--- src/include/font_test.mem ---
// Test font for the terminal, 16 rows per glyph at code*16+line, MSB is the leftmost pixel
// Only space, '0' and 'A' are listed here, every other glyph reads as blank
@200
00 00 00 00 00 00 00 00
00 00 00 00 00 00 00 00
@300
00
00
7C
C6
C6
CE
DE
F6
E6
C6
C6
7C
00
00
00
00
@410
00
00
10
38
6C
C6
C6
FE
C6
C6
C6
C6
00
00
00
00

--- src/logic/TextTerminalPkg.sv ---
// Shared geometry, VGA timing, colour defaults and FSM encodings; imported by all terminal RTL
package TextTerminalPkg;

	// Screen size in character cells
	localparam int unsigned Columns = 80;
	localparam int unsigned Rows    = 30;

	// Glyph size in pixels
	localparam int unsigned GlyphWidth  = 8;
	localparam int unsigned GlyphHeight = 16;

	localparam int unsigned CellAddrWidth = 13;		// Even byte holds the character, odd byte the colour
	localparam int unsigned ScreenBytes   = 2 * Columns * Rows;
	localparam int unsigned FontAddrWidth = 11;		// 7-bit code followed by 4-bit glyph line
	localparam FontFile = "/design/src/include/font_test.mem";

	// 640x480 raster, standard VGA porches and sync widths
	localparam int unsigned HVisible = 640;
	localparam int unsigned HFront   = 16;
	localparam int unsigned HSyncLen = 96;
	localparam int unsigned HBack    = 48;
	localparam int unsigned VVisible = 480;
	localparam int unsigned VFront   = 10;
	localparam int unsigned VSyncLen = 2;
	localparam int unsigned VBack    = 33;
	localparam int unsigned HTotal   = HVisible + HFront + HSyncLen + HBack;
	localparam int unsigned VTotal   = VVisible + VFront + VSyncLen + VBack;
	localparam int unsigned CounterWidth = 10;

	localparam int unsigned FetchLead = 8;			// Fetch runs one cell ahead of the beam

	// Pixel pipeline, counted in clocks from the horizontal counter
	localparam int unsigned OutputDelay = 10;
	localparam int unsigned StageTap    = 2;		// Move fetched glyph into the staging slot
	localparam int unsigned LoadTap     = OutputDelay - 3;	// Shift register load

	// White foreground over black background
	localparam logic [7:0] DefaultColor = 8'b1_111_0_000;

	typedef enum logic [7:0] {
		CodeNewLine   = 8'h0D,
		CodeHome      = 8'h1B,
		CodeBackspace = 8'h7F
	} ControlCodeT;

	typedef enum logic [1:0] {
		WriteIdle,
		WriteChar,
		WriteColor
	} WriteStateT;

	typedef enum logic [2:0] {
		FetchIdle,
		FetchColor,
		FetchFont,
		FetchWait,
		FetchDeliver
	} FetchStateT;

endpackage

--- src/logic/RasterTiming.sv ---
// VGA raster counters producing sync, blanking, cell boundaries and look-ahead fetch requests
`timescale 1ns/100ps

module RasterTiming(
	input  logic Clock,
	input  logic Reset,

	output logic FetchRequest_o,
	output logic [6:0] FetchColumn_o,
	output logic [4:0] FetchRow_o,
	output logic [3:0] FetchLine_o,

	output logic CellStart_o,
	output logic HSync_o,
	output logic VSync_o,
	output logic Blank_o
);
	import TextTerminalPkg::*;

	logic [CounterWidth-1:0] HCounter;
	logic [CounterWidth-1:0] VCounter;
	logic [CounterWidth-1:0] LeadH;					// Pixel position FetchLead clocks ahead
	logic [CounterWidth-1:0] LeadV;

	always_ff @(posedge Clock, negedge Reset) begin
		if (!Reset) begin
			HCounter <= '0;
			VCounter <= '0;
		end else if (HCounter == CounterWidth'(HTotal - 1)) begin
			HCounter <= '0;
			if (VCounter == CounterWidth'(VTotal - 1))
				VCounter <= '0;
			else
				VCounter <= VCounter + 1'b1;
		end else begin
			HCounter <= HCounter + 1'b1;
		end
	end

	// Active-low sync pulses after the front porch
	assign HSync_o = !((HCounter >= HVisible + HFront) &&
		(HCounter < HVisible + HFront + HSyncLen));
	assign VSync_o = !((VCounter >= VVisible + VFront) &&
		(VCounter < VVisible + VFront + VSyncLen));

	assign Blank_o     = (HCounter >= HVisible) || (VCounter >= VVisible);
	assign CellStart_o = (HCounter % GlyphWidth) == 0;

	// Look-ahead position, rolls into the next line near the end of blanking
	always_comb begin
		LeadH = CounterWidth'(HCounter + FetchLead);
		LeadV = VCounter;
		if (LeadH >= HTotal) begin
			LeadH = CounterWidth'(LeadH - HTotal);
			if (VCounter == CounterWidth'(VTotal - 1))
				LeadV = '0;
			else
				LeadV = VCounter + 1'b1;
		end
	end

	assign FetchColumn_o = 7'(LeadH / GlyphWidth);
	assign FetchRow_o    = 5'(LeadV / GlyphHeight);
	assign FetchLine_o   = 4'(LeadV % GlyphHeight);

	// One request per visible cell, FetchLead is a whole cell so boundaries coincide
	assign FetchRequest_o = CellStart_o && (LeadH < HVisible) && (LeadV < VVisible);

endmodule

--- config.mk ---
export PLATFORM = sky130hd
export DESIGN_NAME = RasterTiming
export DESIGN_NICKNAME = d
export VERILOG_FILES = /design/src/logic/TextTerminalPkg.sv /design/src/logic/RasterTiming.sv
export SDC_FILE = /design/constraint.sdc
export NUM_CORES = 1
export LEC_CHECK = 0
export BUFFER_PORTS_ARGS = -buffer_cell sky130_fd_sc_hd__clkbuf_2
export CORE_MARGIN = 3
export CORE_UTILIZATION = 30
export CTS_BUF_LIST = sky130_fd_sc_hd__clkbuf_2 sky130_fd_sc_hd__clkbuf_4 sky130_fd_sc_hd__clkbuf_8
export DETAILED_ROUTE_END_ITERATION = 7
export PLACE_DENSITY = 0.58
export SETUP_SLACK_MARGIN = 0.4
export SYNTH_ARGS = -nofsm -noshare
export SYNTH_HDL_FRONTEND = slang
export SYNTH_SLANG_ARGS = --single-unit
export TNS_END_PERCENT = 1
--- constraint.sdc ---
create_clock -name Clock -period 3.15 [get_ports Clock]
set_input_delay 0 -clock Clock [delete_from_list [all_inputs] [get_ports Clock]]
set_output_delay 0 -clock Clock [all_outputs]
set_load 0.01 [all_outputs]
* Word-level counts from Yosys, hierarchy flattened
Index checks and enable logic that the tools add are counted.
** Operators by class
- $add $sub $neg :: 4
- Magnitude comparators :: 9
- Equality and inequality tests :: 2
- Reductions and logical operators :: 8
- Mux-type cells :: 4
** Operator list (count)
- two-way mux 10 bit :: 4
- zero test 32 bit :: 1
- greater-or-equal comparator 10 bit (second input constant) :: 3
- adder 10 x 1 -> 10 bit (second input constant) :: 2
- equality test 10 bit (second input constant) :: 2
- greater-or-equal comparator 10 x 9 -> 1 bit (second input constant) :: 2
- < comparator 10 bit (second input constant) :: 2
- < comparator 10 x 9 -> 1 bit (second input constant) :: 2
- adder 10 x 4 -> 10 bit (second input constant) :: 1
- subtractor 10 bit (second input constant) :: 1
- logical AND 1 bit :: 4
- zero test 1 bit :: 2
- logical OR 1 bit :: 1
** Storage, ports and cells
- Output and inout port bits :: 21
- Logic and storage cells :: 29
- Flip-flop bits (word level) :: 20
- Input port bits :: 2

* Depth between registers and ports, before layout
- Word-level depth :: 6
- Gate-level depth with buffers :: 10
- Depth with buffers taken out :: 8

* Worst setup path after synthesis
No wires, ideal clock.
- Path kind :: reg2out
- From :: reg HCounter[3]
- To :: out FetchRequest_o
- Required time :: 3.150 ns
- Path slack :: 0.967 ns
- Cell stages (with the launch flop) :: 8
- Arrival :: 2.183 ns
- Buffers on the path :: 0
- Path through :: dfrtp_1 ha_1 nand4_1 or3_4 a22oi_4 nand4b_1 xnor2_1 o41a_1
** Between the ends
- Cells in the longest elaborated chain, start to end :: 6
- Elaborated cells on any way between the ends :: 9
- Classes of those cells :: add/sub (2); order compare (3); mux (2); reduce/logical (2)
** Ends and longest elaborated chain
- start, declared :: RTL line RasterTiming.sv:20 : logic [CounterWidth-1:0] HCounter;
- start signal, assigned :: RTL line RasterTiming.sv:36 : HCounter <= HCounter + 1'b1;
- adder 10 x 4 -> 10 bit (*) :: RTL line RasterTiming.sv:51 : LeadH = CounterWidth'(HCounter + FetchLead);
- subtractor 10 bit or greater-or-equal comparator 10 bit (tied branches) :: RTL line RasterTiming.sv:54, RasterTiming.sv:53
- two-way mux 10 bit :: RTL line RasterTiming.sv:53 : if (LeadH >= HTotal) begin
- < comparator 10 bit :: RTL line RasterTiming.sv:67 : assign FetchRequest_o = CellStart_o && (LeadH < HVisible) && (LeadV < VVisible);
- logical AND 1 bit :: RTL line RasterTiming.sv:67
- logical AND 1 bit (*) :: RTL line RasterTiming.sv:67
- end, declared :: RTL line RasterTiming.sv:8 : output logic FetchRequest_o,
Mark *: on every way between the ends. The rest lies on a longest branch, timed or not.

* Worst setup path after layout
- From :: reg HCounter[6]
- To :: out FetchRequest_o
The elaborated chain is that of the path after synthesis.

==> results_dict.tcl <==
set metrics [dict create \
    port_buffers 22 \
    yosysUniqueCellTypes 49 \
    maxSlewViolCount 0 \
    die_w_um 79.5 \
    synth-adder-area-share_pct 6.94 \
    skew_ns 0.00635 \
    die_area_um2 6320 \
    clock_latency_ns 0.26 \
    drt-initial-drc-count 138 \
    gp_congestion 0.777 \
    setup_ws_ns 0.541 \
    nFillCells 545 \
    die_height_um 79.5 \
    timing.fmax_mhz 383 \
    worstSetupEndpointType "output pin" \
    dpl_worst_slack_ns 0.611 \
    worstSetupStartpointType "flip-flop" \
    synthSimpleGateAreaFrac_pct 27.2 \
    p_total_mw 0.444 \
    avgSynthCellArea_um2 8.40 \
    grt_start_max_net_pins 21 \
    hold_viol 0 \
    final_nets 227 \
    rsz0062_at_grt "false" \
    drive_gt1_share_pct 23.4 \
    track_usage_pct 13.4 \
    drc 0 \
    relSlewSlack_pct 63.3 \
    hold_ws_ns 0.245 \
    dp_hpwl_um 2870 \
    clock_path_buffers 2 \
    dr_total_vias 1436 \
    yosysWarnings 0 \
    critPathKind "flip-flop to output pin" \
    reg2reg_depth 7 \
    cts_tree "done" \
    synth_top_family_by_area "simple AND/OR/NAND/NOR gates" \
    path_cells "nand2_2 > or3_4 > a22oi_4 > nand4b_1 > xnor2_1 > o41a_1 > clkbuf_2" \
    tightestPinTransition_ns 0.550 \
    cp.depth 7 \
    seq_area_frac_synth_pct 30.9 \
    critPathSlowestCell "dfrtp_1" \
    setup_viol 0 \
    cts_buffers 3 \
    path_clk_slew_ns 0.08 \
    synthXorXnorAreaFrac_pct 8.64 \
    cts-htree-levels 1 \
    area_delta_synth_final_pct 14.4 \
    clockRootBuffer "clkbuf_8" \
    ir_drop_mv 0.112 \
    regArea_um2 504 \
    postRouteAntennaNets 0 \
    min_path_type "input pin to asynchronous set/reset pin" \
    p_per_area_nw_per_um2 239 \
    worst-path-buf-inv 1 \
    wl_per_cell_um 13.7 \
    crit_required_ns 3.15 \
    dr.pass1.iters 4 \
    cts_sinks 20 \
    synth-main-ff-cell "dfrtp_1" \
    multi_input_area_um2 1020 \
    max_cap_viol_count 0 \
    run_status "finished, final reports clean" \
    n_antenna_cell 0 \
    synth_nets 204 \
    cpLargestDelayFamily "compound AO/OA/AOI/OAI gates" \
    r2r_start "VCounter[0]" \
    grt_pass1_vias 1428 \
    critPathMaxStageDelay_ns 0.60 \
    grt_pass1_wl_um 6730 \
    worstPathMaxFanout 10 \
    r2r_slack_ns 1.17 \
    synth_compound_gate_area_share_pct 19.1 \
    io_pins 23 \
    synth-seq-cells 20 \
    synthMuxAreaShare_pct 0 \
    start_util_pct 31.3 \
    num_rows 26 \
    syn_inst 193 \
    tns_ns 0 \
    drt-total-wl_um 3890 \
    grt_overflow_total 0 \
    worstPathArrival_ns 2.61 \
    period_share_pct 82.8 \
    synthesis.area_um2 1620 \
    dp.cells 278 \
    core_area_um2 5170 \
    p_leak_nw 0.823 \
    final_cells 284 \
    asyncSetResetFlopFracSynth_pct 100 \
    r2r-end "VCounter[9]" \
    finalCriticalPeriod_ns 2.61 \
    viasPerCell 5.06 \
    synth_edf_count 0 \
    antenna_found_initial 0 \
]
registers in the layout (all words and copies together) (netlist names):
register	count
VCounter	10
HCounter	10
logic make-up (layout without fill, tap and decap cells):
family / count (synthesis) / count (layout)
AND/OR/NAND/NOR: 82 / 82
flip-flops: 20 / 20
AO/OA/AOI/OAI: 43 / 43
XOR/XNOR: 16 / 16
adder cells (fa/ha/maj): 9 / 9
buffers and inverters: 23 / 44
per-stage QoR:
stage	area [um2]	utilization, %
2_1_floorplan	1620	-
3_3_place_gp	1770	34.1
3_5_place_dp	1770	34.1
4_1_cts	1820	35.2
5_1_grt	1860	35.9
6_report	1860	35.9
cell usage after synthesis (3+ instances only):
cell type | n | area [um2]
buf_6 | 3 | 33.8
a21oi_1 | 4 | 20.0
nand3_1 | 10 | 50.1
ha_1 | 9 | 113
inv_1 | 15 | 56.3
nand4_1 | 7 | 43.8
xnor2_1 | 6 | 52.6
o21ai_0 | 15 | 75.1
dfrtp_1 | 20 | 500
nand2_1 | 20 | 75.1
and3_1 | 3 | 18.8
or3_4 | 3 | 33.8
xor2_1 | 10 | 87.6
a31oi_1 | 4 | 25.0
nand2b_1 | 3 | 18.8
nor2_1 | 17 | 63.8
timing repair:
item	CTS	global route
hold endpoints to repair	20	0
endpoints found under the setup margin	2	6
setup buffers	0	2
hold buffers	1	0
gates resized for setup	2	4
power breakdown:
part           total [mW]  internal, mW  switching [mW]  leakage (nW)
Combinational     0.00668       0.00123         0.00545         0.539
Sequential          0.256         0.256               0         0.263
Clock               0.180        0.0855          0.0950        0.0216
Total               0.444         0.343           0.100         0.823
worst max-delay path by stage:
stage                                 to         from
after floorplan           FetchRequest_o  HCounter[3]
after global placement    FetchRequest_o  HCounter[4]
after detailed placement  FetchRequest_o  HCounter[4]
after CTS                 FetchRequest_o  HCounter[3]
after global routing      FetchRequest_o  HCounter[3]
final                     FetchRequest_o  HCounter[6]
final cells by class:
type                    instances  share of cell area (%)
clock buffers                   3                    2.23
inverters                      15                    3.03
multi-input cells             150                    55.2
flip-flops and latches         20                    27.2
well taps                      70                    4.72
repair buffers                 26                    7.69
layout by cell type (no fill, tap or decap), types with 3 or more instances in the layout:
cell type / instances
a31oi_1: 4
nand2_1: 20
xor2_1: 9
nor2_1: 17
or3_4: 3
clkbuf_2: 22
nand2b_1: 3
nand3_1: 10
a21oi_1: 4
nand4_1: 7
buf_4: 3
ha_1: 8
dfrtp_2: 3
dfrtp_1: 17
xnor2_1: 6
clkbuf_8: 3
inv_1: 15
o21ai_0: 15
and3_1: 3
per-layer routing:
layer / up-vias / routed length (um) / track usage [%] / part of all wire (%)
met1: 674 / 2000 / 19.3 / 52
met5: - / 0 / 0 / 0
met3: 6 / 164 / 2.03 / 4.2
li1: 723 / - / - / -
met4: 0 / 70 / 5.15 / 1.8
met2: 33 / 1650 / 19.9 / 42
(Power assumes the default switching activity.)
