[config.mk]
export PLATFORM = sky130hd
export DESIGN_NAME = GlyphFetch
export DESIGN_NICKNAME = d
export VERILOG_FILES = /design/src/logic/TextTerminalPkg.sv /design/src/logic/GlyphFetch.sv
export SDC_FILE = /design/constraint.sdc
export NUM_CORES = 1
export LEC_CHECK = 0
export BUFFER_PORTS_ARGS = -buffer_cell sky130_fd_sc_hd__buf_4
export CAP_MARGIN = 25
export CORE_MARGIN = 2
export CORE_UTILIZATION = 43
export CTS_BUF_LIST = sky130_fd_sc_hd__clkbuf_8
export DETAILED_ROUTE_END_ITERATION = 6
export PLACE_DENSITY = 0.73
export SLEW_MARGIN = 15
export SYNTH_ARGS = -nofsm -noshare
export SYNTH_HDL_FRONTEND = slang
export SYNTH_SLANG_ARGS = --single-unit
[constraint.sdc]
create_clock -name Clock -period 8.29 [get_ports Clock]
set_input_delay 0.829 -clock Clock [delete_from_list [all_inputs] [get_ports Clock]]
set_output_delay 0.829 -clock Clock [all_outputs]
set_load 0.1 [all_outputs]
[src/include/font_test.mem]
// Test font for the terminal, 16 rows per glyph at code*16+line, MSB is the leftmost pixel
// Only space, '0' and 'A' are listed here, every other glyph reads as blank
@200
00 00 00 00 00 00 00 00
00 00 00 00 00 00 00 00
@300
00
00
7C
C6
C6
CE
DE
F6
E6
C6
C6
7C
00
00
00
00
@410
00
00
10
38
6C
C6
C6
FE
C6
C6
C6
C6
00
00
00
00

[src/logic/TextTerminalPkg.sv]
// Shared geometry, VGA timing, colour defaults and FSM encodings; imported by all terminal RTL
package TextTerminalPkg;

	// Screen size in character cells
	localparam int unsigned Columns = 80;
	localparam int unsigned Rows    = 30;

	// Glyph size in pixels
	localparam int unsigned GlyphWidth  = 8;
	localparam int unsigned GlyphHeight = 16;

	localparam int unsigned CellAddrWidth = 13;		// Even byte holds the character, odd byte the colour
	localparam int unsigned ScreenBytes   = 2 * Columns * Rows;
	localparam int unsigned FontAddrWidth = 11;		// 7-bit code followed by 4-bit glyph line
	localparam FontFile = "/design/src/include/font_test.mem";

	// 640x480 raster, standard VGA porches and sync widths
	localparam int unsigned HVisible = 640;
	localparam int unsigned HFront   = 16;
	localparam int unsigned HSyncLen = 96;
	localparam int unsigned HBack    = 48;
	localparam int unsigned VVisible = 480;
	localparam int unsigned VFront   = 10;
	localparam int unsigned VSyncLen = 2;
	localparam int unsigned VBack    = 33;
	localparam int unsigned HTotal   = HVisible + HFront + HSyncLen + HBack;
	localparam int unsigned VTotal   = VVisible + VFront + VSyncLen + VBack;
	localparam int unsigned CounterWidth = 10;

	localparam int unsigned FetchLead = 8;			// Fetch runs one cell ahead of the beam

	// Pixel pipeline, counted in clocks from the horizontal counter
	localparam int unsigned OutputDelay = 10;
	localparam int unsigned StageTap    = 2;		// Move fetched glyph into the staging slot
	localparam int unsigned LoadTap     = OutputDelay - 3;	// Shift register load

	// White foreground over black background
	localparam logic [7:0] DefaultColor = 8'b1_111_0_000;

	typedef enum logic [7:0] {
		CodeNewLine   = 8'h0D,
		CodeHome      = 8'h1B,
		CodeBackspace = 8'h7F
	} ControlCodeT;

	typedef enum logic [1:0] {
		WriteIdle,
		WriteChar,
		WriteColor
	} WriteStateT;

	typedef enum logic [2:0] {
		FetchIdle,
		FetchColor,
		FetchFont,
		FetchWait,
		FetchDeliver
	} FetchStateT;

endpackage

[src/logic/GlyphFetch.sv]
// Reads a cell's character and colour, then its glyph row, and hands the result to the pixel shifter
`timescale 1ns/100ps

module GlyphFetch(
	input  logic Clock,
	input  logic Reset,

	input  logic FetchRequest_i,
	input  logic [6:0] FetchColumn_i,
	input  logic [4:0] FetchRow_i,
	input  logic [3:0] FetchLine_i,

	output logic [TextTerminalPkg::CellAddrWidth-1:0] MemAddress_o,
	input  logic [7:0] MemData_i,

	output logic [TextTerminalPkg::FontAddrWidth-1:0] FontAddress_o,
	input  logic [7:0] FontData_i,

	output logic GlyphValid_o,
	output logic [TextTerminalPkg::GlyphWidth-1:0] GlyphRow_o,
	output logic [2:0] Foreground_o,
	output logic [2:0] Background_o
);
	import TextTerminalPkg::*;

	FetchStateT FetchState;
	logic [CellAddrWidth-2:0] CellIndex;
	logic [3:0] Line;								// Glyph line captured with the request

	assign CellIndex = (CellAddrWidth-1)'(FetchRow_i * Columns + FetchColumn_i);

	always_ff @(posedge Clock, negedge Reset) begin
		if (!Reset) begin
			FetchState   <= FetchIdle;
			GlyphValid_o <= 1'b0;
		end else begin
			GlyphValid_o <= 1'b0;
			case (FetchState)
				FetchIdle: begin
					if (FetchRequest_i)
						FetchState <= FetchColor;
				end
				FetchColor:   FetchState <= FetchFont;
				FetchFont:    FetchState <= FetchWait;
				FetchWait:    FetchState <= FetchDeliver;
				FetchDeliver: begin
					GlyphValid_o <= 1'b1;		// Seen five clocks after the request
					FetchState   <= FetchIdle;
				end
				default: FetchState <= FetchIdle;
			endcase
		end
	end

	always_ff @(posedge Clock) begin
		case (FetchState)
			FetchIdle: begin
				if (FetchRequest_i) begin
					MemAddress_o <= {CellIndex, 1'b0};	// Character byte
					Line         <= FetchLine_i;
				end
			end

			FetchColor: MemAddress_o[0] <= 1'b1;		// Colour byte of the same cell

			// Character has arrived, colour follows next cycle
			FetchFont: FontAddress_o <= {MemData_i[6:0], Line};

			FetchDeliver: begin
				GlyphRow_o   <= FontData_i;
				Foreground_o <= MemData_i[6:4];
				Background_o <= MemData_i[2:0];
			end

			default: begin
			end
		endcase
	end

endmodule

## After elaboration in Yosys (flattened, before gate mapping)

Cells that the tools add are included.
W data, S select, Z words.

| operators by class | value |
|---|---|
| divide/modulo/power cells | 0 |
| multiply operators | 1 |
| bitwise operators | 0 |
| shift operators | 0 |
| $lt $le $gt $ge | 0 |
| equality and inequality tests | 5 |
| reduce and logical (&&, ||, !) cells | 4 |
| muxes and demuxes | 5 |
| $add $sub $neg | 1 |

Operator list:

| kind | number |
|---|---|
| $add A12 B7 Y12 | 1 |
| $pmux W3 S4 | 1 |
| $mul A5 B3 Y8 const B | 1 |
| $eq A3 B2 Y1 const B | 2 |
| $reduce_and A2 Y1 | 2 |
| $eq A3 B1 Y1 const B | 1 |
| $eq A3 B3 Y1 const B | 1 |
| $logic_not A3 Y1 | 1 |
| $mux W3 | 1 |
| $mux W1 | 2 |
| $ne A2 B2 Y1 const B | 1 |
| $pmux W1 S2 | 1 |
| $reduce_bool A2 Y1 | 1 |

| word-level totals | value |
|---|---|
| memories kept | 0 |
| flip-flop bits (word level) | 46 |
| bits in read-only memories | 0 |
| RAM bits | 0 |
| output and inout port bits | 39 |
| input port bits | 35 |
| word-level logic and storage cells | 25 |
| latch bits | 0 |

## Depth between registers and ports, before layout

Gate-level depths: netlist of the first run.

| depth | value |
|---|---|
| depth in word-level cells | 3 |
| depth in mapped cells | 7 |
| mapped depth without buffers | 7 |

## Least setup slack after synthesis of the first run

Ideal clock, no wire load.

| path | value |
|---|---|
| path type | input port to flip-flop |
| start | input FetchRequest_i |
| end | register MemAddress_o[0] (netlist bit), enable pin |
| path slack | 5079 ps |
| data arrival time | 2913 ps |
| stages | 2 |
| path buffers | 0 |
| library setup time | 298 ps |
| data required time | 7992 ps |
| path through | nor4b_1 or2_2 |

| between the ends | value |
|---|---|
| word-level cells in the longest chain between the ends | 2 |

RTL lines:

| what | RTL line | RTL |
|---|---|---|
| start: declaration | GlyphFetch.sv:8 | `input logic FetchRequest_i,` |
| $ne A2 B2 Y1 (no source line) | - |  |
| $reduce_and A2 Y1 (no source line) | - |  |
| end signal: assignment | GlyphFetch.sv:59 | `MemAddress_o <= {CellIndex, 1'b0};` |
| end: declaration | GlyphFetch.sv:13 | `output logic [TextTerminalPkg::CellAddrWidth-1:0] MemAddress_o,` |

No other way between the ends.
A chain may end at the register's enable or synchronous reset.

## Worst setup path in the final report of the first run

| path | value |
|---|---|
| start | input FetchRow_i[1] |
| end | register MemAddress_o[11] (netlist bit), data pin |

| between the ends | value |
|---|---|
| word-level cells in the longest chain between the ends | 2 |

RTL lines:

| what | RTL line | RTL |
|---|---|---|
| start: declaration | GlyphFetch.sv:10 | `input logic [4:0] FetchRow_i,` |
| $mul A5 B3 Y8 | GlyphFetch.sv:30 | `assign CellIndex = (CellAddrWidth-1)'(FetchRow_i * Columns + FetchColumn_i);` |
| $add A12 B7 Y12 | GlyphFetch.sv:30 |  |
| net CellIndex[10] | GlyphFetch.sv:27 | `logic [CellAddrWidth-2:0] CellIndex;` |

The timed path passes the listed nets, and every way through them passes these cells.

==> impl_metrics.csv, run 1 <==
group,metric,value,unit
run_status,status,"finished clean",
timing,finClkSkew,0.00215,ns
placement,dp.cells,221,
placement,numPortBuffers,72,
pwr,share_comb_of_total_power,46.5,%
cells_and_area,seqCellArea,0.00136,mm2
detailed_routing,drc_errors,0,
synthesis,synth.avg_cell_area,18.3,um2
worst_setup_path,crit_start,"FetchRow_i[1]",
clock_tree,cts_sinks,46,
global_routing,grt_max_degree,18,
cells_and_area,drive_gt1_share,48.3,%
pwr,p_sw_share,46.6,%
run,cap_violations,0,
synthesis,syn_area,0.00179,mm2
worst_setup_path,r2r_end,"FontAddress_o[5]",
synthesis,synth_edf_count,42,
clock_tree,root_buffer,"clkbuf_8",
global_routing,grt_first_pass_wirelength,4300,um
detailed_routing,final_antenna_net_count,0,
floorplanning,start_util,44.8,%
floorplanning,coreArea,0.00400,mm2
synthesis,syn_inst,98,
placement,gp_congestion,0.770,
synthesis,ys_seq_area_share,76.0,%
synthesis,yosys.area.top_type_share,70.4,%
hold_path,hold_path.class,"primary input to asynchronous set/reset pin",
global_routing,use_met1,12.4,%
timing,setup_ws,5.80,ns
cells_and_area,fillCellCount,300,
timing,max_freq,402,MHz
synthesis,ys_top_cells_by_area,"edfxtp_1 70%, ha_1 6.3%, dfrtp_1 5.6%, xnor2_1 2.4%, fa_1 2.2%",
cells_and_area,multi_input_area,403,um2
global_routing,grt.busiest_layer,"met2",
pwr,powerDensity,371,mW/mm2
timing,tightest_slew,0.495,ns
synthesis,ys_ff_latch,46,
floorplanning,fp.dieH,68.5,um
detailed_routing,drt_iter0_markers,66,
detailed_routing,firstDrtPassIters,4,
timing,fin_tns_setup,0,ns
timing,setup_viol,0,
global_routing,use_met2,24.8,%
global_routing,antenna_found_initial,0,
timing,drv_slew,0,
clock_tree,clk_latency,0.28,ns
clock_tree,post_cts.repair.setup_buffers,0,
global_routing,track_usage,13.0,%
clock_tree,htreeDepth,2,
timing,hold_viol,0,
pwr,p_seq_share,36.9,%
placement,hpwl,2490,um
global_routing,overflow,0,
synthesis,ys_async_sr_fraction,8.70,%
global_routing,grt_util_met3,4.71,%
timing,period_share,30.0,%
worst_setup_path,required,8.32,ns
worst_setup_path,cp-end-kind,"flop",
clock_tree,path_clk_slew,0.08,ns
worst_setup_path,reg2reg_depth,2,
clock_tree,ctsHoldBuffers,0,
worst_setup_path,cp_max_fo,3,
clock_tree,tritoncts,"built",
global_routing,grt_pass1_vias,1022,
synthesis,ys.flop_type,"edfxtp_1",
clock_tree,cts_buffer_depth,2,
worst_setup_path,crit_type,"primary input to flop",
pwr,p_leak,1.08,nW
timing,hold-worst-slack,0.324,ns
worst_setup_path,r2r_slack,6.87,ns
placement,placed_cell_area,0.00241,mm2
pwr,p_int,0.000500,W
worst_setup_path,reg2reg_from,"FetchState[0]",
cells_and_area,layout.nets,225,
worst_setup_path,setup.worst_path.end,"MemAddress_o[11]",
floorplanning,num_rows,23,
pwr,clkPwrFrac,16.6,%
placement,pre_cts_ws,5.46,ns
cells_and_area,final_cell_area,0.00253,mm2
timing,rsz0062_at_grt,"false",
detailed_routing,viasPerCell,4.77,
timing,finalCriticalPeriod,2.49,ns
floorplanning,die_w,68.5,um
synthesis,ys_warn_count,0,
clock_tree,cts_resized,0,
pwr,p_sw,0.000437,W
synthesis,synth_area_leader_cell,"edfxtp_1",
worst_setup_path,worstSetupStartpointType,"primary input",
cells_and_area,diodes,0,
detailed_routing,wl_per_cell,13.4,um
detailed_routing,vias,1097,
clock_tree,cts_buffers,5,
cells_and_area,area_delta_synth_final,41.3,%
worst_setup_path,arrival,2.52,ns
timing,max_slew_margin,67.0,%
cells_and_area,fin_cells,230,
floorplanning,top_level_ports,74,
pwr,peakVddDrop,0.101,mV
detailed_routing,drt_wl_total,3070,um
floorplanning,die-area,0.00470,mm2
synthesis,syn_nets,144,
synthesis,synth_cell_types,25,
-- registers in the layout, indices dropped and copies added, names as in the netlist --
| name | flops |
|---|---|
| GlyphValid_o | 1 |
| FetchState | 3 |
| Line | 4 |
| FontAddress_o | 11 |
| Foreground_o | 3 |
| MemAddress_o | 13 |
| GlyphRow_o | 8 |
| Background_o | 3 |
-- logic make-up (layout without fill, tap and decap cells) --
group,Yosys count,after routing,share of synthesized area (%)
DFF,46,46,76.0
and+or+nand+nor,15,15,5.31
adders and majority gates,11,11,8.53
AOI/OAI and AO/OA,10,10,4.33
buffers and inverters,10,92,2.10
xor gates and xnor gates,6,6,3.70
-- power groups by stage --
| stage | combinational (W) | sequential [W] | clock [W] |
|---|---|---|---|
| after global placement | 0.000434 | 0.000348 | 0 |
| after floorplan | 0.0000603 | 0.000633 | 0 |
| final | 0.000436 | 0.000346 | 0.000156 |
| after detailed placement | 0.000437 | 0.000353 | 0 |
| after global routing | 0.000453 | 0.000352 | 0.000170 |
| after CTS | 0.000438 | 0.000347 | 0.000161 |
-- metrics by stage --
step                utilization, %  total power (W)
floorplan                        -         0.000694
global placement              60.3         0.000782
detailed placement            60.3         0.000790
CTS                           63.1         0.000946
global route                  63.2         0.000975
finish                        63.2         0.000937
-- cells in the mapped netlist (2+ instances only) --
cell	number
edfxtp_1	42
inv_1	10
ha_1	9
xnor2_1	5
dfrtp_1	4
a21oi_1	2
and2_1	2
fa_1	2
nand3_1	2
nor2b_1	2
nor3b_1	2
o21ai_0	2
or2_2	2
-- layout make-up --
| type | count | share of cell area, % |
|---|---|---|
| clock buffer | 5 | 2.72 |
| clock inverter | 3 | 1.63 |
| inverter | 10 | 1.48 |
| multi-input combinational | 42 | 15.9 |
| sequential | 46 | 53.8 |
| tap | 50 | 2.47 |
| timing repair buffer | 74 | 22.0 |
-- worst max-delay path, cell delays in order --
cell and delay, ns:
buf_4 0.12, ha_1 0.28, ha_1 0.16, inv_1 0.05, fa_1 0.40, xnor2_1 0.28, o2111ai_1 0.18, xnor3_1 0.20
-- per-layer routing --
metal  vias to the layer above  part of all wire (%)
li1                        525                     -
met4                         0                  0.78
met5                         -                     0
met2                        51                    54
met3                         2                    11
met1                       519                    34
-- placed cells by master, fill, tap and decap left out --
master	netlist	final
a21o_1	1	1
a21oi_1	2	2
a21oi_2	1	1
a32oi_1	1	1
and2_1	2	2
and3_1	1	1
and3b_1	1	1
buf_4	0	74
bufinv_16	0	1
clkbuf_8	0	5
clkinvlp_4	0	1
dfrtp_1	4	4
edfxtp_1	42	42
fa_1	2	2
ha_1	9	9
inv_1	10	11
nand3_1	2	2
nor2_1	1	1
nor2b_1	2	2
nor3_1	1	1
nor3b_1	2	1
nor3b_2	0	1
nor4b_2	0	1
o2111ai_1	1	1
o21a_1	1	1
o21ai_0	2	2
o41ai_2	1	1
or2_2	2	2
xnor2_1	5	5
xnor3_1	1	1
-- how the worst min path moves through the flow --
stage,end,slack (ns),cells after the start
2_1_floorplan,FontAddress_o[0],0.40,0
3_3_place_gp,FontAddress_o[3],0.40,0
3_5_place_dp,FontAddress_o[1],0.40,0
4_1_cts,FetchState[2],0.31,1
5_1_grt,FetchState[0],0.30,1
6_report,GlyphValid_o,0.32,1
No activity file was read; power rests on OpenSTA's default activity.
==> inputs of run 2 (changes only) <==
==> constraint.sdc (replaced) <==
create_clock -name Clock -period 2.53 [get_ports Clock]
set_input_delay 0.253 -clock Clock [delete_from_list [all_inputs] [get_ports Clock]]
set_output_delay 0.253 -clock Clock [all_outputs]
set_load 0.1 [all_outputs]
==> run 2 against run 1 <==
Compared with the run above: critical path depth stayed put; via count is 0.36% lower; worst setup slack got worse by 5.2 ns; routed wire length grew 3.9%; global-route usage rose by 0.99 points; sequential power increased to 3.3 times the previous value; clock power rose to 3.2 times the previous value; first-iteration DRC count fell by 36%; design area is 0.59% higher; critical path type unchanged; highest routed layer unchanged.
==> impl_metrics.csv, run 2 (synthesis gave the netlist of run 1 again) <==
group,metric,value,unit
detailed_routing,drc_errors,0,
global_routing,grt_max_degree,18,
clock_tree,cts_sinks,46,
clock_tree,post_cts.repair.setup_buffers,0,
global_routing,grt_first_pass_wirelength,4560,um
global_routing,track_usage,14.0,%
floorplanning,coreArea,0.00400,mm2
timing,hold_viol,0,
floorplanning,top_level_ports,74,
global_routing,grt_pass1_vias,1075,
clock_tree,htreeDepth,2,
global_routing,overflow,0,
worst_setup_path,slowest_delay,0.40,ns
pwr,powerDensity,1210,mW/mm2
worst_setup_path,arrival,1.95,ns
global_routing,antenna_found_initial,0,
cells_and_area,layout_common_cells,"74 x buf_4, 42 x edfxtp_1, 12 x inv_1",
detailed_routing,final_antenna_net_count,0,
floorplanning,fp.dieH,68.5,um
worst_setup_path,worstSetupStartpointType,"primary input",
clock_tree,cts_buffers,5,
timing,setup_ws,0.622,ns
detailed_routing,drt_iter0_markers,42,
pwr,p_leak,1.09,nW
detailed_routing,wl_per_cell,13.8,um
run,cap_violations,0,
worst_setup_path,cp-end-kind,"flop",
timing,fin_tns_setup,0,ns
pwr,peakVddDrop,0.360,mV
cells_and_area,reg_top3,"MemAddress_o: 13 flops, FontAddress_o: 11 flops, GlyphRow_o: 8 flops",
worst_setup_path,crit_type,"primary input to flop",
placement,hpwl,2530,um
worst_setup_path,cp_top_family,"adder cells",
hold_path,hold_path.class,"primary input to flop",
floorplanning,die_w,68.5,um
cells_and_area,final_common_cell,"buf_4",
worst_setup_path,required,2.57,ns
floorplanning,num_rows,23,
worst_setup_path,worst_path_max_delay_cell,"fa_1",
timing,drv_slew,0,
cells_and_area,regMostFlops,"MemAddress_o",
detailed_routing,drt_wl_total,3190,um
timing,max_freq,524,MHz
clock_tree,tritoncts,"built",
timing,rsz0062_at_grt,"false",
cells_and_area,largest_reg_flops,13,
worst_setup_path,cp_num_buf_inv,2,
clock_tree,cts_buffer_depth,2,
placement,numPortBuffers,72,
placement,pre_cts_ws,0.304,ns
cells_and_area,drive_gt1_share,47.5,%
timing,finClkSkew,0.00261,ns
timing,tightest_slew,0.521,ns
cells_and_area,area_delta_synth_final,42.1,%
timing,period_share,75.4,%
worst_setup_path,cpMostUsedCell,"ha_1",
cells_and_area,layout.nets,226,
clock_tree,path_clk_slew,0.07,ns
detailed_routing,viasPerCell,4.73,
run_status,status,"finished clean",
detailed_routing,vias,1093,
timing,max_slew_margin,65.3,%
detailed_routing,firstDrtPassIters,4,
worst_setup_path,cp_cell_sequence,"buf_4 -> ha_1 -> ha_1 -> inv_1 -> fa_1 -> xnor2_1 -> o2111ai_1 -> xnor3_1",
clock_tree,root_buffer,"clkbuf_8",
floorplanning,start_util,44.8,%
cells_and_area,diodes,0,
timing,finalCriticalPeriod,1.91,ns
timing,setup_viol,0,
clock_tree,clk_latency,0.29,ns
floorplanning,die-area,0.00470,mm2
worst_setup_path,cp_max_fo,3,
placement,gp_congestion,0.775,
## run 2: cell types whose count changed in the layout (fill, tap and decap cells not counted), sizes merged
cell         change
clkinvlp         -1
dlygate4sd3      +1
inv              +1
## run 2: path summary, 6_finish.rpt
kind	startpoint	end	slack [ns]	depth (start not counted)
max	FetchRow_i[1]	MemAddress_o[11]	0.62	8
min	FetchColumn_i[0]	MemAddress_o[1]	0.13	1
max reg2reg	FetchState[0]	FontAddress_o[7]	1.08	2
min reg2reg	Line[3]	FontAddress_o[3]	0.42	0
max in group asynchronous	Reset	GlyphValid_o	2.14	2
min in group asynchronous	Reset	FetchState[2]	0.29	2
## run 2: area by class of cell
| class | instances | area [um2] |
|---|---|---|
| multi-input cells | 42 | 412 |
| clock buffers | 5 | 68.8 |
| flip-flops and latches | 46 | 1360 |
| fillers | 280 | 1460 |
| well taps | 50 | 62.6 |
| repair buffers | 75 | 566 |
| clock inverters | 3 | 37.5 |
| inverters | 10 | 37.5 |
## run 2: per-stage QoR
step           instances  area, um2  util, %  power (W)  hold WS (ns)
3_3_place_gp         222       2430     60.7    0.00258        0.0507
4_1_cts              231       2540     63.6    0.00311         0.128
5_1_grt              231       2540     63.6    0.00320         0.121
6_report             231       2540     63.6    0.00309         0.135
2_1_floorplan         98       1800        -    0.00228       -0.0426
3_5_place_dp         222       2430     60.7    0.00261        0.0529
## run 2: routing by layer
| metal | vias up | GRT usage (%) | routed length, um |
|---|---|---|---|
| met5 | - | 0 | 0 |
| met4 | 0 | 9.00 | 74 |
| met3 | 8 | 3.73 | 352 |
| met2 | 56 | 25.8 | 1690 |
| met1 | 501 | 13.5 | 1080 |
| li1 | 528 | - | - |
## run 2: power breakdown
group / switching [W] / internal [W] / total, W
sequential: 0.0000796 / 0.00106 / 0.00114
combinational: 0.00115 / 0.000294 / 0.00144
clock: 0.000218 / 0.000287 / 0.000505
## run 2: timing repair
item / CTS / global route
hold endpoints to repair: 4 / 0
hold buffers: 1 / 0
resized for setup: 0 / 0
## run 2: worst reg2reg max path, delay by kind of cell, from the launching register on
kind             cells  cell delay [ns]
and+or+nand+nor      2             0.65
DFF                  1             0.45
