$ cat config.mk
export PLATFORM = sky130hd
export DESIGN_NAME = PixelShifter
export DESIGN_NICKNAME = d
export VERILOG_FILES = /design/src/logic/TextTerminalPkg.sv /design/src/logic/PixelShifter.sv
export SDC_FILE = /design/constraint.sdc
export NUM_CORES = 1
export LEC_CHECK = 0
export BUFFER_PORTS_ARGS = -buffer_cell sky130_fd_sc_hd__buf_4
export CAP_MARGIN = 20
export CORE_AREA = 10 10 84 86
export DETAILED_ROUTE_END_ITERATION = 8
export DIE_AREA = 0 0 94 96
export PLACE_DENSITY = 0.78
export SYNTH_ARGS = -nofsm -noshare
export SYNTH_HDL_FRONTEND = slang
export SYNTH_SLANG_ARGS = --single-unit
$ cat constraint.sdc
create_clock -name Clock -period 1 [get_ports Clock]
set_input_delay 0.2 -clock Clock [delete_from_list [all_inputs] [get_ports Clock]]
set_output_delay 0.2 -clock Clock [all_outputs]
set_load 0.05 [all_outputs]
$ cat src/include/font_test.mem
// Test font for the terminal, 16 rows per glyph at code*16+line, MSB is the leftmost pixel
// Only space, '0' and 'A' are listed here, every other glyph reads as blank
@200
00 00 00 00 00 00 00 00
00 00 00 00 00 00 00 00
@300
00
00
7C
C6
C6
CE
DE
F6
E6
C6
C6
7C
00
00
00
00
@410
00
00
10
38
6C
C6
C6
FE
C6
C6
C6
C6
00
00
00
00

$ cat src/logic/TextTerminalPkg.sv
// Shared geometry, VGA timing, colour defaults and FSM encodings; imported by all terminal RTL
package TextTerminalPkg;

	// Screen size in character cells
	localparam int unsigned Columns = 80;
	localparam int unsigned Rows    = 30;

	// Glyph size in pixels
	localparam int unsigned GlyphWidth  = 8;
	localparam int unsigned GlyphHeight = 16;

	localparam int unsigned CellAddrWidth = 13;		// Even byte holds the character, odd byte the colour
	localparam int unsigned ScreenBytes   = 2 * Columns * Rows;
	localparam int unsigned FontAddrWidth = 11;		// 7-bit code followed by 4-bit glyph line
	localparam FontFile = "/design/src/include/font_test.mem";

	// 640x480 raster, standard VGA porches and sync widths
	localparam int unsigned HVisible = 640;
	localparam int unsigned HFront   = 16;
	localparam int unsigned HSyncLen = 96;
	localparam int unsigned HBack    = 48;
	localparam int unsigned VVisible = 480;
	localparam int unsigned VFront   = 10;
	localparam int unsigned VSyncLen = 2;
	localparam int unsigned VBack    = 33;
	localparam int unsigned HTotal   = HVisible + HFront + HSyncLen + HBack;
	localparam int unsigned VTotal   = VVisible + VFront + VSyncLen + VBack;
	localparam int unsigned CounterWidth = 10;

	localparam int unsigned FetchLead = 8;			// Fetch runs one cell ahead of the beam

	// Pixel pipeline, counted in clocks from the horizontal counter
	localparam int unsigned OutputDelay = 10;
	localparam int unsigned StageTap    = 2;		// Move fetched glyph into the staging slot
	localparam int unsigned LoadTap     = OutputDelay - 3;	// Shift register load

	// White foreground over black background
	localparam logic [7:0] DefaultColor = 8'b1_111_0_000;

	typedef enum logic [7:0] {
		CodeNewLine   = 8'h0D,
		CodeHome      = 8'h1B,
		CodeBackspace = 8'h7F
	} ControlCodeT;

	typedef enum logic [1:0] {
		WriteIdle,
		WriteChar,
		WriteColor
	} WriteStateT;

	typedef enum logic [2:0] {
		FetchIdle,
		FetchColor,
		FetchFont,
		FetchWait,
		FetchDeliver
	} FetchStateT;

endpackage

$ cat src/logic/PixelShifter.sv
// Serializes glyph rows into RGB pixels and delays sync and blank so all outputs stay aligned
`timescale 1ns/100ps

module PixelShifter(
	input  logic Clock,
	input  logic Reset,

	input  logic GlyphValid_i,
	input  logic [TextTerminalPkg::GlyphWidth-1:0] GlyphRow_i,
	input  logic [2:0] Foreground_i,
	input  logic [2:0] Background_i,

	input  logic CellStart_i,
	input  logic HSync_i,
	input  logic VSync_i,
	input  logic Blank_i,

	output logic [2:0] RGB_o,
	output logic HSync_o,
	output logic VSync_o,
	output logic DataEnable_o
);
	import TextTerminalPkg::*;

	// Bit k holds the raster signal from k+1 clocks ago
	logic [OutputDelay-1:0] HSyncDelay;
	logic [OutputDelay-1:0] VSyncDelay;
	logic [OutputDelay-1:0] BlankDelay;
	logic [LoadTap:0] CellDelay;				// Cell starts are only needed up to the load

	logic [GlyphWidth-1:0] NextRow, StagedRow, ShiftRow;
	logic [2:0] NextFg, NextBg, StagedFg, StagedBg, ShiftFg, ShiftBg;

	always_ff @(posedge Clock, negedge Reset) begin
		if (!Reset) begin
			HSyncDelay <= '1;						// Sync idles high
			VSyncDelay <= '1;
			BlankDelay <= '1;
			CellDelay  <= '0;
		end else begin
			HSyncDelay <= {HSyncDelay[OutputDelay-2:0], HSync_i};
			VSyncDelay <= {VSyncDelay[OutputDelay-2:0], VSync_i};
			BlankDelay <= {BlankDelay[OutputDelay-2:0], Blank_i};
			CellDelay  <= {CellDelay[LoadTap-1:0], CellStart_i};
		end
	end

	assign HSync_o      = HSyncDelay[OutputDelay-1];
	assign VSync_o      = VSyncDelay[OutputDelay-1];
	assign DataEnable_o = !BlankDelay[OutputDelay-1];

	// Glyph path cleared so cells before the first fetch come out black
	always_ff @(posedge Clock, negedge Reset) begin
		if (!Reset) begin
			{NextRow, NextFg, NextBg}       <= '0;
			{StagedRow, StagedFg, StagedBg} <= '0;
			{ShiftRow, ShiftFg, ShiftBg}    <= '0;
			RGB_o <= '0;
		end else begin
			if (GlyphValid_i)
				{NextRow, NextFg, NextBg} <= {GlyphRow_i, Foreground_i, Background_i};

			// Staging slot frees the next slot before the following fetch lands
			if (CellDelay[StageTap])
				{StagedRow, StagedFg, StagedBg} <= {NextRow, NextFg, NextBg};

			if (CellDelay[LoadTap])
				{ShiftRow, ShiftFg, ShiftBg} <= {StagedRow, StagedFg, StagedBg};
			else
				ShiftRow <= {ShiftRow[GlyphWidth-2:0], 1'b0};

			// Blank tap is one stage past the load, matching the pixel now at the MSB
			if (BlankDelay[LoadTap+1])
				RGB_o <= '0;
			else
				RGB_o <= ShiftRow[GlyphWidth-1] ? ShiftFg : ShiftBg;
		end
	end

endmodule

Word-level counts from Yosys, hierarchy flattened

Cells that the tools add are included.

Muxes and demuxes: 3
Order comparisons: 0
Add/sub/neg operators: 0
Multipliers: 0
Bitwise gates (word level): 0
Reduce and logical (&&, ||, !) cells: 1
Shift operators: 0
Divide/modulo/power cells: 0
Equal/unequal tests: 0

Operator list:

| operator          | count |
|---|---|
| 2-to-1 mux 8 bit  | 1 |
| 2-to-1 mux 3 bit  | 2 |
| logical NOT 1 bit | 1 |

Input bits: 21
Register bits: 83
Memories: 0
Word-level logic and storage cells: 18
RAM bits: 0
Latch bits: 0
Output and inout port bits: 6
Memory bits (read-only): 0

Longest topological paths before layout

Gate-level depths: netlist of the first run.

Word-level depth: 2
Mapped depth: 2
Gate-level depth less buffers: 2

Worst setup path before layout of the first run

OpenSTA, ideal clock, no wires.

Path kind: register -> register
From: register CellDelay[2]
To: register StagedBg[1]
Data arrival time: 0.898 ns
Path slack: -0.022 ns
Buffers on the path: 1
Cell stages (with the launch flop): 3
Setup time: 0.125 ns
Clock period less this slack: 1.022 ns
Required time: 0.875 ns
Path through: dfrtp_1 > buf_6 > mux2_2

RTL lines:

| item                   | RTL line           | text |
|---|---|---|
| start, declared        | PixelShifter.sv:29 | `logic [LoadTap:0] CellDelay;` |
| start signal, assigned | PixelShifter.sv:44 | `CellDelay <= {CellDelay[LoadTap-1:0], CellStart_i};` |
| end signal, assigned   | PixelShifter.sv:65 | `{StagedRow, StagedFg, StagedBg} <= {NextRow, NextFg, NextBg};` |
| end, declared          | PixelShifter.sv:32 | `logic [2:0] NextFg, NextBg, StagedFg, StagedBg, ShiftFg, ShiftBg;` |

No word-level cell between the ends.

Worst setup path in the final report of the first run

From: register BlankDelay[9]
To: output port DataEnable_o

Longest elaborated chain between the ends: 1

RTL lines:

| item                   | RTL line           | text |
|---|---|---|
| start, declared        | PixelShifter.sv:28 | `logic [OutputDelay-1:0] BlankDelay;` |
| start signal, assigned | PixelShifter.sv:43 | `BlankDelay <= {BlankDelay[OutputDelay-2:0], Blank_i};` |
| logical NOT 1 bit      | PixelShifter.sv:50 | `assign DataEnable_o = !BlankDelay[OutputDelay-1];` |
| end, declared          | PixelShifter.sv:21 | `output logic DataEnable_o` |

Every way passes these cells.

==> results.ini, run 1 <==
[clock_tree]
cts_tree=yes
cts_setup_buffers=0
clock_path_buffers=2
clockRootBuffer=clkbuf_8
clk_latency_ns=0.34
numCtsBuffers=9
cts_htree_levels=3
cts.sinks=83
cts.clk_slew.worst_paths_ns=0.08

[die]
core-area_sq_mm=0.005405
fp.dieH_um=96
core.rowCount=27
io_pins=27
dieArea_sq_mm=0.009024
die_w_um=94
start_util_pct=49.24

[logic_synthesis]
yosysUniqueCellTypes=8
synth_nets=156
ys.flop_type=dfrtp_1
synthTopCellsByArea=dfrtp_1, dfstp_2, mux2_2, buf_6, mux2i_1
syn_area_sq_mm=0.002661
synth_warnings=0
synth_cells=135
avgSynthCellArea_sq_um=19.71
synth.most_common_cell=dfrtp_1
yosys-top-cells-count=dfrtp_1, mux2_2, dfstp_2
synth_edf_count=0
ys_seq_area_share_pct=79.45
synth.largest_area_cell=dfrtp_1
synth_seq_cells=83
synth_top_area_share_pct=49.84
synthArstFlopShare_pct=100.0

[worst_setup_path]
r2r_cells=2
crit_path_end_kind=output pin
crit_path_start_kind=register
path_class=reg2out
worstPathArrival_ns=1.03
required_ns=0.80
cp_max_fo=1

[outcome]
status=finished with violations
violations=negative setup slack

[sta]
tns_ns=-0.8708
fin_ws_ns=-0.2332
hold_ws_ns=0.09226
max_freq_mhz=810.9
worstMarginPinSlew_ns=0.2529
setup_viol=6
hold_viol=0
skew_ns=0.007175
rsz0062_at_grt=yes
finalMaxSlewViolations=0
fin_crit_sh_pct=123.3
period_minus_slack_ns=1.233
slew_headroom_pct=83.14

[power]
p_leak_uw=0.001485
switchingPower_uw=1564
pwr-share-clk_pct=32.9
switching_share_pct=22.53
seq_power_share_pct=56.5
p_per_area_mw_per_mm2=2092
power_frac_comb_pct=10.6
power.internal_uw=5378
vdd_drop_max_mv=1.119

[finish]
fin_cells=256
antennaDiodeCount=0
syn_to_final_growth_pct=24.68
fin_util_pct=61.39
final_nets=200
drive_above_1_share_pct=63.04

[placed_design]
gp_congestion=0.7043
port_buffers=26
placed_cells=235

[run]
max_cap_violations=0

[global_routing]
grt_pass1_wl_mm=6.872
grt_antenna_before_repair=0
grt.total_usage_pct=10.21
grt_pass1_vias=1426
grt_max_degree=50
gr-total-overflow=0

[drt]
wl_per_cell_um=15.73
first_pass_iters=2
dr_total_vias=1207
postRouteWirelength_mm=4.028
via_per_inst=4.715
drtIter0Drc=62
postRouteAntennaNets=0
drc=0

[hold_path]
whs_path_depth=2
min_path_type=in2reg

critical path, cell delays in order (launching register included):
cell and delay [ns]:
dfstp_2 0.53, inv_2 0.03, buf_6 0.14
final timing paths:
kind | from | endpoint | slack (ns)
worst max-delay path | BlankDelay[9] | DataEnable_o | -0.23
worst max register to register | CellDelay[2] | StagedRow[6] | 0.01
max in group asynchronous | Reset | BlankDelay[3] | 0.33
min in group asynchronous | Reset | NextFg[2] | 0.37
worst min register to register | BlankDelay[3] | BlankDelay[4] | 0.35
worst min-delay path | Foreground_i[2] | NextFg[2] | 0.09
cells in the final DEF (no fill, tap or decap), drive strengths merged:
cell type and count:
clkbuf 15, nor2 3, mux2i 3, mux2 41, dfrtp 53, dfstp 30
buf 31, and2 1, inv 2, dlygate4sd3 5
what timing repair did:
item,CTS,global route
pin swaps,0,0
endpoints found under the setup margin,7,28
hold buffers,5,0
resized for setup,11,9
endpoints found under the hold margin,57,0
through the flow:
stage          instance area, sq um  power (uW)  setup slack [ns]
2_1_floorplan                  2676        4332          -0.02219
3_3_place_gp                   3003        4577           0.04276
3_5_place_dp                   3003        4635           0.01229
4_1_cts                        3284        6954           -0.2547
5_1_grt                        3318        7274           -0.2714
6_report                       3318        6943           -0.2332
state kept, by name, summed over array words and instances (netlist names), 8 cells and up:
name and count:
NextRow 8, VSyncDelay 10, CellDelay 8, ShiftRow 8, HSyncDelay 10, StagedRow 8
BlankDelay 10
cell families (layout without fill, tap and decap cells):
| kind of cell | after synthesis | count (layout) | share of synthesized area, % |
|---|---|---|---|
| flops | 83 | 83 | 79.45 |
| mux | 44 | 44 | 18.48 |
| simple gates | 4 | 4 | 0.6583 |
| buf+inv | 4 | 53 | 1.410 |
power by group through the flow:
| stage | sequential (uW) | combinational [uW] | clock [uW] |
|---|---|---|---|
| after floorplan | 4000 | 329 | 0 |
| after global placement | 3950 | 632 | 0 |
| after detailed placement | 3970 | 664 | 0 |
| after CTS | 3920 | 707 | 2330 |
| after global routing | 3970 | 797 | 2510 |
| final | 3920 | 739 | 2280 |
area by class of cell:
| class | instances | area (sq um) |
|---|---|---|
| flip-flops and latches | 83 | 2115 |
| fillers | 401 | 2087 |
| multi-input cells | 48 | 558.0 |
| repair buffers | 36 | 357.8 |
| clock buffers | 15 | 187.7 |
| well taps | 72 | 90.09 |
| clock inverters | 1 | 6.256 |
| inverters | 1 | 3.754 |
metal layers:
metal / wire length, um / GRT usage [%] / vias up
met4: 99 / 5.823 / 0
met1: 1570 / 11.06 / 622
met2: 2143 / 16.47 / 25
li1: - / - / 549
met5: 0 / 0 / -
met3: 215 / 4.514 / 11
Power figures use the tool's default switching activity.
==> run 2: changes to the inputs <==
Settings changed: PLACE_DENSITY 0.78 to 0.71.
==> results.ini, run 2 (synthesis results as in run 1) <==
[outcome]
status=finished with violations  ; unchanged
violations=negative setup slack  ; unchanged

[sta]
skew_ns=0.008609  ; was 0.007175 ns
worstMarginPinSlew_ns=0.2686  ; was 0.2529 ns
setup_viol=20  ; was 6
hold_ws_ns=0.07438  ; was 0.09226 ns
slew_headroom_pct=82.09  ; was 83.14%
fin_ws_ns=-0.2454  ; was -0.2332 ns
max_freq_mhz=803.0  ; was 810.9 MHz
tns_ns=-1.535  ; was -0.8708 ns
finalMaxSlewViolations=0  ; unchanged
hold_viol=0  ; unchanged
rsz0062_at_grt=yes  ; unchanged
period_minus_slack_ns=1.245  ; was 1.233 ns
fin_crit_sh_pct=124.5  ; was 123.3%

[drt]
first_pass_iters=2  ; unchanged
postRouteAntennaNets=0  ; unchanged
dr_total_vias=1233  ; was 1207
drtIter0Drc=50  ; was 62
postRouteWirelength_mm=3.925  ; was 4.028 mm
via_per_inst=4.724  ; was 4.715
drc=0  ; unchanged
wl_per_cell_um=15.04  ; was 15.73 um

[power]
p_leak_uw=0.001548  ; was 0.001485 uW
vdd_drop_max_mv=1.315  ; was 1.119 mV
p_per_area_mw_per_mm2=2039  ; was 2092 mW/mm^2
p_total_uw=6985  ; was 6943 uW

[die]
dieArea_sq_mm=0.009024  ; unchanged
io_pins=27  ; unchanged
start_util_pct=49.24  ; unchanged
fp.dieH_um=96  ; unchanged
die_w_um=94  ; unchanged
core-area_sq_mm=0.005405  ; unchanged
core.rowCount=27  ; unchanged

[placed_design]
dpl_cell_area_sq_mm=0.003023  ; was 0.003003 sq mm
port_buffers=26  ; unchanged
placed_cells=236  ; was 235
gp_congestion=0.6829  ; was 0.7043
hpwl_mm=2.543

[finish]
antennaDiodeCount=0  ; unchanged
fin_cells=261  ; was 256
design_area_sq_mm=0.003426  ; was 0.003318 sq mm
drive_above_1_share_pct=66.67  ; was 63.04%
fill_cells=389  ; was 401
final_common_cell=dfrtp_1  ; unchanged
syn_to_final_growth_pct=28.73  ; was 24.68%
top_regs=BlankDelay x10, HSyncDelay x10, VSyncDelay x10  ; unchanged
layout_common_cells=dfrtp_1, dfstp_2, mux2_2  ; unchanged
final_nets=205  ; was 200

[worst_setup_path]
worstPathArrival_ns=1.05  ; was 1.03 ns
cp_max_fo=1  ; unchanged
path_class=reg2out  ; unchanged
crit_path_start_kind=register  ; unchanged
crit_path_end_kind=output pin  ; unchanged
required_ns=0.80  ; about the same
rrSetupSlack_ns=-0.09  ; was 0.01 ns

[hold_path]
min_path_type=in2reg  ; unchanged

[clock_tree]
clockRootBuffer=clkbuf_8  ; unchanged
cts_tree=yes  ; unchanged
clock_path_buffers=2  ; unchanged
numCtsBuffers=9  ; unchanged
cts.sinks=83  ; unchanged
cts_htree_levels=3  ; unchanged
clk_latency_ns=0.35  ; was 0.34 ns
cts.clk_slew.worst_paths_ns=0.08  ; about the same

[global_routing]
grt_antenna_before_repair=0  ; unchanged
gr-total-overflow=0  ; unchanged
grt_max_degree=32  ; was 50
grt_pass1_wl_mm=6.520  ; was 6.872 mm
grt.total_usage_pct=9.609  ; was 10.21%
grt_pass1_vias=1351  ; was 1426

[run]
max_cap_violations=0  ; unchanged

## run 2: cell type report
class	count	area, sq um	area share, %
clock buffers	10	148.9	4.346
clock inverters	6	43.79	1.278
flip-flops and latches	83	2117	61.80
repair buffers	41	445.4	13.00
inverters	1	3.754	0.1096
well taps	72	90.09	2.630
multi-input cells	48	576.8	16.84
## run 2: critical path, stage by stage (launching register included)
cell and delay (ns):
dfstp_2 0.53, inv_2 0.03, buf_6 0.14
## run 2: worst paths after layout
kind                                 start            end  depth (start not counted)
setup / recovery             BlankDelay[9]   DataEnable_o                          2
hold / removal             Background_i[1]      NextBg[1]                          2
setup reg to reg              CellDelay[7]    ShiftRow[1]                          3
hold reg to reg              BlankDelay[1]  BlankDelay[2]                          0
max in group asynchronous            Reset  VSyncDelay[0]                          3
min in group asynchronous            Reset     NextRow[7]                          2
## run 2: report_power, final
part	internal, uW	switching [uW]
registers	3750	169
logic	479	309
clock network	1070	1210
total	5300	1690
## run 2: layer usage
metal | share of wire [%] | GRT usage, % | wire length, um | up-vias
met1 | 42 | 11.59 | 1667 | 641
met3 | 7.4 | 5.214 | 290 | 7
met2 | 48 | 13.82 | 1886 | 31
met5 | 0 | 0 | 0 | -
met4 | 2.1 | 4.557 | 81 | 0
li1 | - | - | - | 554
## run 2: what timing repair did
item / in CTS / in global routing
setup buffers: 0 / 3
gates cloned: 1 / 1
hold buffers: 5 / 0
hold endpoints to repair: 42 / 0
setup endpoints to repair: 12 / 30
resized for setup: 15 / 13
## run 2: stage by stage
stage                     setup WS (ns)  utilization, %
final                           -0.2454           63.38
after CTS                       -0.2596           61.99
after floorplan                -0.02219               -
after global placement          0.02770           55.93
after detailed placement      -0.001523           55.93
after global routing            -0.2864           63.38
==> run 3: changes to the inputs <==
Settings changed: ABC_AREA set to 1, CORE_AREA 10 10 84 86 to 10 10 87 89, DIE_AREA 0 0 94 96 to 0 0 97 99, PLACE_DENSITY 0.71 to 0.7.
==> results.ini, run 3 <==
[placed_design]
placed_cells=313  ; was 236
port_buffers=26  ; unchanged
gp_congestion=0.7209  ; was 0.6829
hpwl_mm=2.635  ; was 2.543 mm
dpl_cell_area_sq_mm=0.003075  ; was 0.003023 sq mm
dp_slack_ns=0.1035  ; was -0.001523 ns

[worst_setup_path]
crit_slowest_cell=dfstp_2  ; unchanged
rrSetupSlack_ns=0.12  ; was -0.09 ns
rr_startpoint=CellDelay[2]  ; was CellDelay[7]
path_class=reg2out  ; unchanged
critPathLaunch=BlankDelay[9]  ; unchanged
crit_path_start_kind=register  ; unchanged
critical-path-top-delay-family=flip-flops  ; unchanged
required_ns=0.80  ; about the same
r2r_cells=3  ; unchanged
cp_max_fo=1  ; unchanged
r2r_end=StagedRow[5]  ; was ShiftRow[1]
crit_buf_inv=2  ; unchanged
worstPathArrival_ns=1.04  ; was 1.05 ns
crit_chain=inv_2, buf_6  ; unchanged
max_stage_delay_ns=0.53  ; about the same
crit_path_end_kind=output pin  ; unchanged

[clock_tree]
cts_htree_levels=3  ; unchanged
cts_setup_buffers=0  ; unchanged
clk_latency_ns=0.34  ; was 0.35 ns
cts_tree=yes  ; unchanged
cts.sinks=83  ; unchanged
numCtsBuffers=9  ; unchanged
clock_path_buffers=2  ; unchanged
clockRootBuffer=clkbuf_8  ; unchanged
cts.clk_slew.worst_paths_ns=0.08  ; about the same

[finish]
antennaDiodeCount=0  ; unchanged
final_nets=275  ; was 205
fin_cells=334  ; was 261
syn_to_final_growth_pct=18.82  ; was 28.73%
final_common_cell=dfrtp_1  ; unchanged
seq_area_sq_mm=0.002115  ; was 0.002117 sq mm
top_regs=BlankDelay x10, HSyncDelay x10, VSyncDelay x10  ; unchanged
design_area_sq_mm=0.003349  ; was 0.003426 sq mm
fill_cells=458  ; was 389
layout_common_cells=dfrtp_1, nand2_1, dfstp_2  ; was dfrtp_1, dfstp_2, mux2_2
drive_above_1_share_pct=36.68  ; was 66.67%
multi_input_area_sq_um=479.2  ; was 576.8 sq um

[logic_synthesis]
ys_seq_area_share_pct=75.01  ; was 79.45%
synthTopCellsByArea=dfrtp_1, dfstp_2, o21ai_2, nand2_1, inv_1  ; was dfrtp_1, dfstp_2, mux2_2, buf_6, mux2i_1
synth_cells=217  ; was 135
synth_top_area_share_pct=47.05  ; was 49.84%
yosys-top-cells-count=dfrtp_1, nand2_1, dfstp_2, inv_1, nor2_1  ; was dfrtp_1, mux2_2, dfstp_2
avgSynthCellArea_sq_um=12.99  ; was 19.71 sq um
syn_area_sq_mm=0.002819  ; was 0.002661 sq mm
synth_warnings=0  ; unchanged
ys.flop_type=dfrtp_1  ; unchanged
synth_edf_count=0  ; unchanged
synth.largest_area_cell=dfrtp_1  ; unchanged
synth_nets=238  ; was 156
yosysUniqueCellTypes=12  ; was 8
synth_seq_cells=83  ; unchanged
synthArstFlopShare_pct=100.0  ; unchanged
synth.most_common_cell=dfrtp_1  ; unchanged

[global_routing]
gr-total-overflow=0  ; unchanged
grt.total_usage_pct=8.981  ; was 9.609%
met2_usage_pct=13.12  ; was 13.82%
grt_antenna_before_repair=0  ; unchanged
grt_pass1_wl_mm=7.038  ; was 6.520 mm
grt_pass1_vias=1542  ; was 1351
gr-usage-met3_pct=3.282  ; was 5.214%
met1_usage_pct=11.37  ; was 11.59%
busiest_layer=met2  ; unchanged
grt_max_degree=35  ; was 32

[drt]
postRouteWirelength_mm=3.930  ; was 3.925 mm
first_pass_iters=4  ; was 2
dr_total_vias=1430  ; was 1233
wl_per_cell_um=11.77  ; was 15.04 um
postRouteAntennaNets=0  ; unchanged
drc=0  ; unchanged
via_per_inst=4.281  ; was 4.724
drtIter0Drc=92  ; was 50

[power]
pwr-share-clk_pct=33.9  ; was 32.6%
power_frac_comb_pct=9.5  ; was 11.3%
switching_share_pct=24.92  ; was 24.19%
power.internal_uw=5019  ; was 5296 uW
seq_power_share_pct=56.6  ; was 56.1%
vdd_drop_max_mv=1.436  ; was 1.315 mV
switchingPower_uw=1666  ; was 1690 uW
p_leak_uw=0.001576  ; was 0.001548 uW
p_per_area_mw_per_mm2=1996  ; was 2039 mW/mm^2

[die]
die_w_um=97  ; was 94 um
dieArea_sq_mm=0.009603  ; was 0.009024 sq mm
io_pins=27  ; unchanged
fp.dieH_um=99  ; was 96 um
core.rowCount=28  ; was 27
core-area_sq_mm=0.005851  ; was 0.005405 sq mm
start_util_pct=48.18  ; was 49.24%

[sta]
setup_viol=6  ; was 20
max_freq_mhz=809.2  ; was 803.0 MHz
period_minus_slack_ns=1.236  ; was 1.245 ns
worstMarginPinSlew_ns=0.3098  ; was 0.2686 ns
skew_ns=0.01032  ; was 0.008609 ns
slew_headroom_pct=79.34  ; was 82.09%
finalMaxSlewViolations=0  ; unchanged
rsz0062_at_grt=yes  ; unchanged
fin_ws_ns=-0.2358  ; was -0.2454 ns
hold_viol=0  ; unchanged
fin_crit_sh_pct=123.6  ; was 124.5%

[hold_path]
whs_path_depth=3  ; was 2
min_path_type=in2reg  ; unchanged
min_to=NextFg[0]  ; was NextBg[1]
hp-start=Foreground_i[0]  ; was Background_i[1]

[outcome]
violations=negative setup slack  ; unchanged
status=finished with violations  ; unchanged

[run]
max_cap_violations=0  ; unchanged

run 3: how the worst max path moves through the flow:
stage | cells past startpoint | to
floorplan | 1 | DataEnable_o
global placement | 2 | DataEnable_o
detailed placement | 2 | DataEnable_o
CTS | 2 | DataEnable_o
global route | 2 | DataEnable_o
finish | 2 | DataEnable_o
run 3: through the flow:
stage	hold slack [ns]	setup TNS [ns]	util [%]	total power, uW
floorplan	-0.09559	0	-	4221
global placement	0.1116	0	52.57	4422
global route	0.06166	-1.107	57.25	7052
detailed placement	0.1198	0	52.57	4460
CTS	0.05022	-0.9905	57.25	6765
finish	0.05847	-0.8647	57.25	6685
run 3: power by group through the flow:
stage	Sequential, uW	Combinational, uW	Clock (uW)
final	3790	635	2260
after global routing	3820	719	2510
after CTS	3790	650	2320
after detailed placement	3850	612	0
after global placement	3830	593	0
after floorplan	3880	338	0
run 3: logic make-up after synthesis:
| kind of cell | Yosys count | share of synthesized area (%) |
|---|---|---|
| flip-flops | 83 | 75.01 |
| AND/OR/NAND/NOR | 54 | 7.190 |
| AO/OA/AOI/OAI | 41 | 9.809 |
| buffers and inverters | 39 | 7.989 |
run 3: per-layer routing:
layer / up-vias / part of all wire, %
met5: - / 0
met3: 5 / 4.5
met4: 0 / 2.1
li1: 746 / -
met2: 33 / 46
met1: 646 / 48
run 3: worst reg2reg max path, stage by stage, from the launching register on:
cell     delay, ns
dfrtp_1       0.40
buf_12        0.17
nor2_1        0.15
a21oi_2       0.04
run 3: area by class of cell:
class,instances,share of cell area [%]
flip-flops and latches,83,63.13
multi-input cells,95,14.31
repair buffers,35,10.61
clock buffers,11,4.557
inverters,30,3.362
well taps,75,2.802
clock inverters,5,1.233
run 3: repair_timing:
action | CTS | global route
hold buffers | 5 | 0
gates cloned | 0 | 0
endpoints found under the setup margin | 6 | 6
endpoints found under the hold margin | 20 | 0
resized for setup | 9 | 0
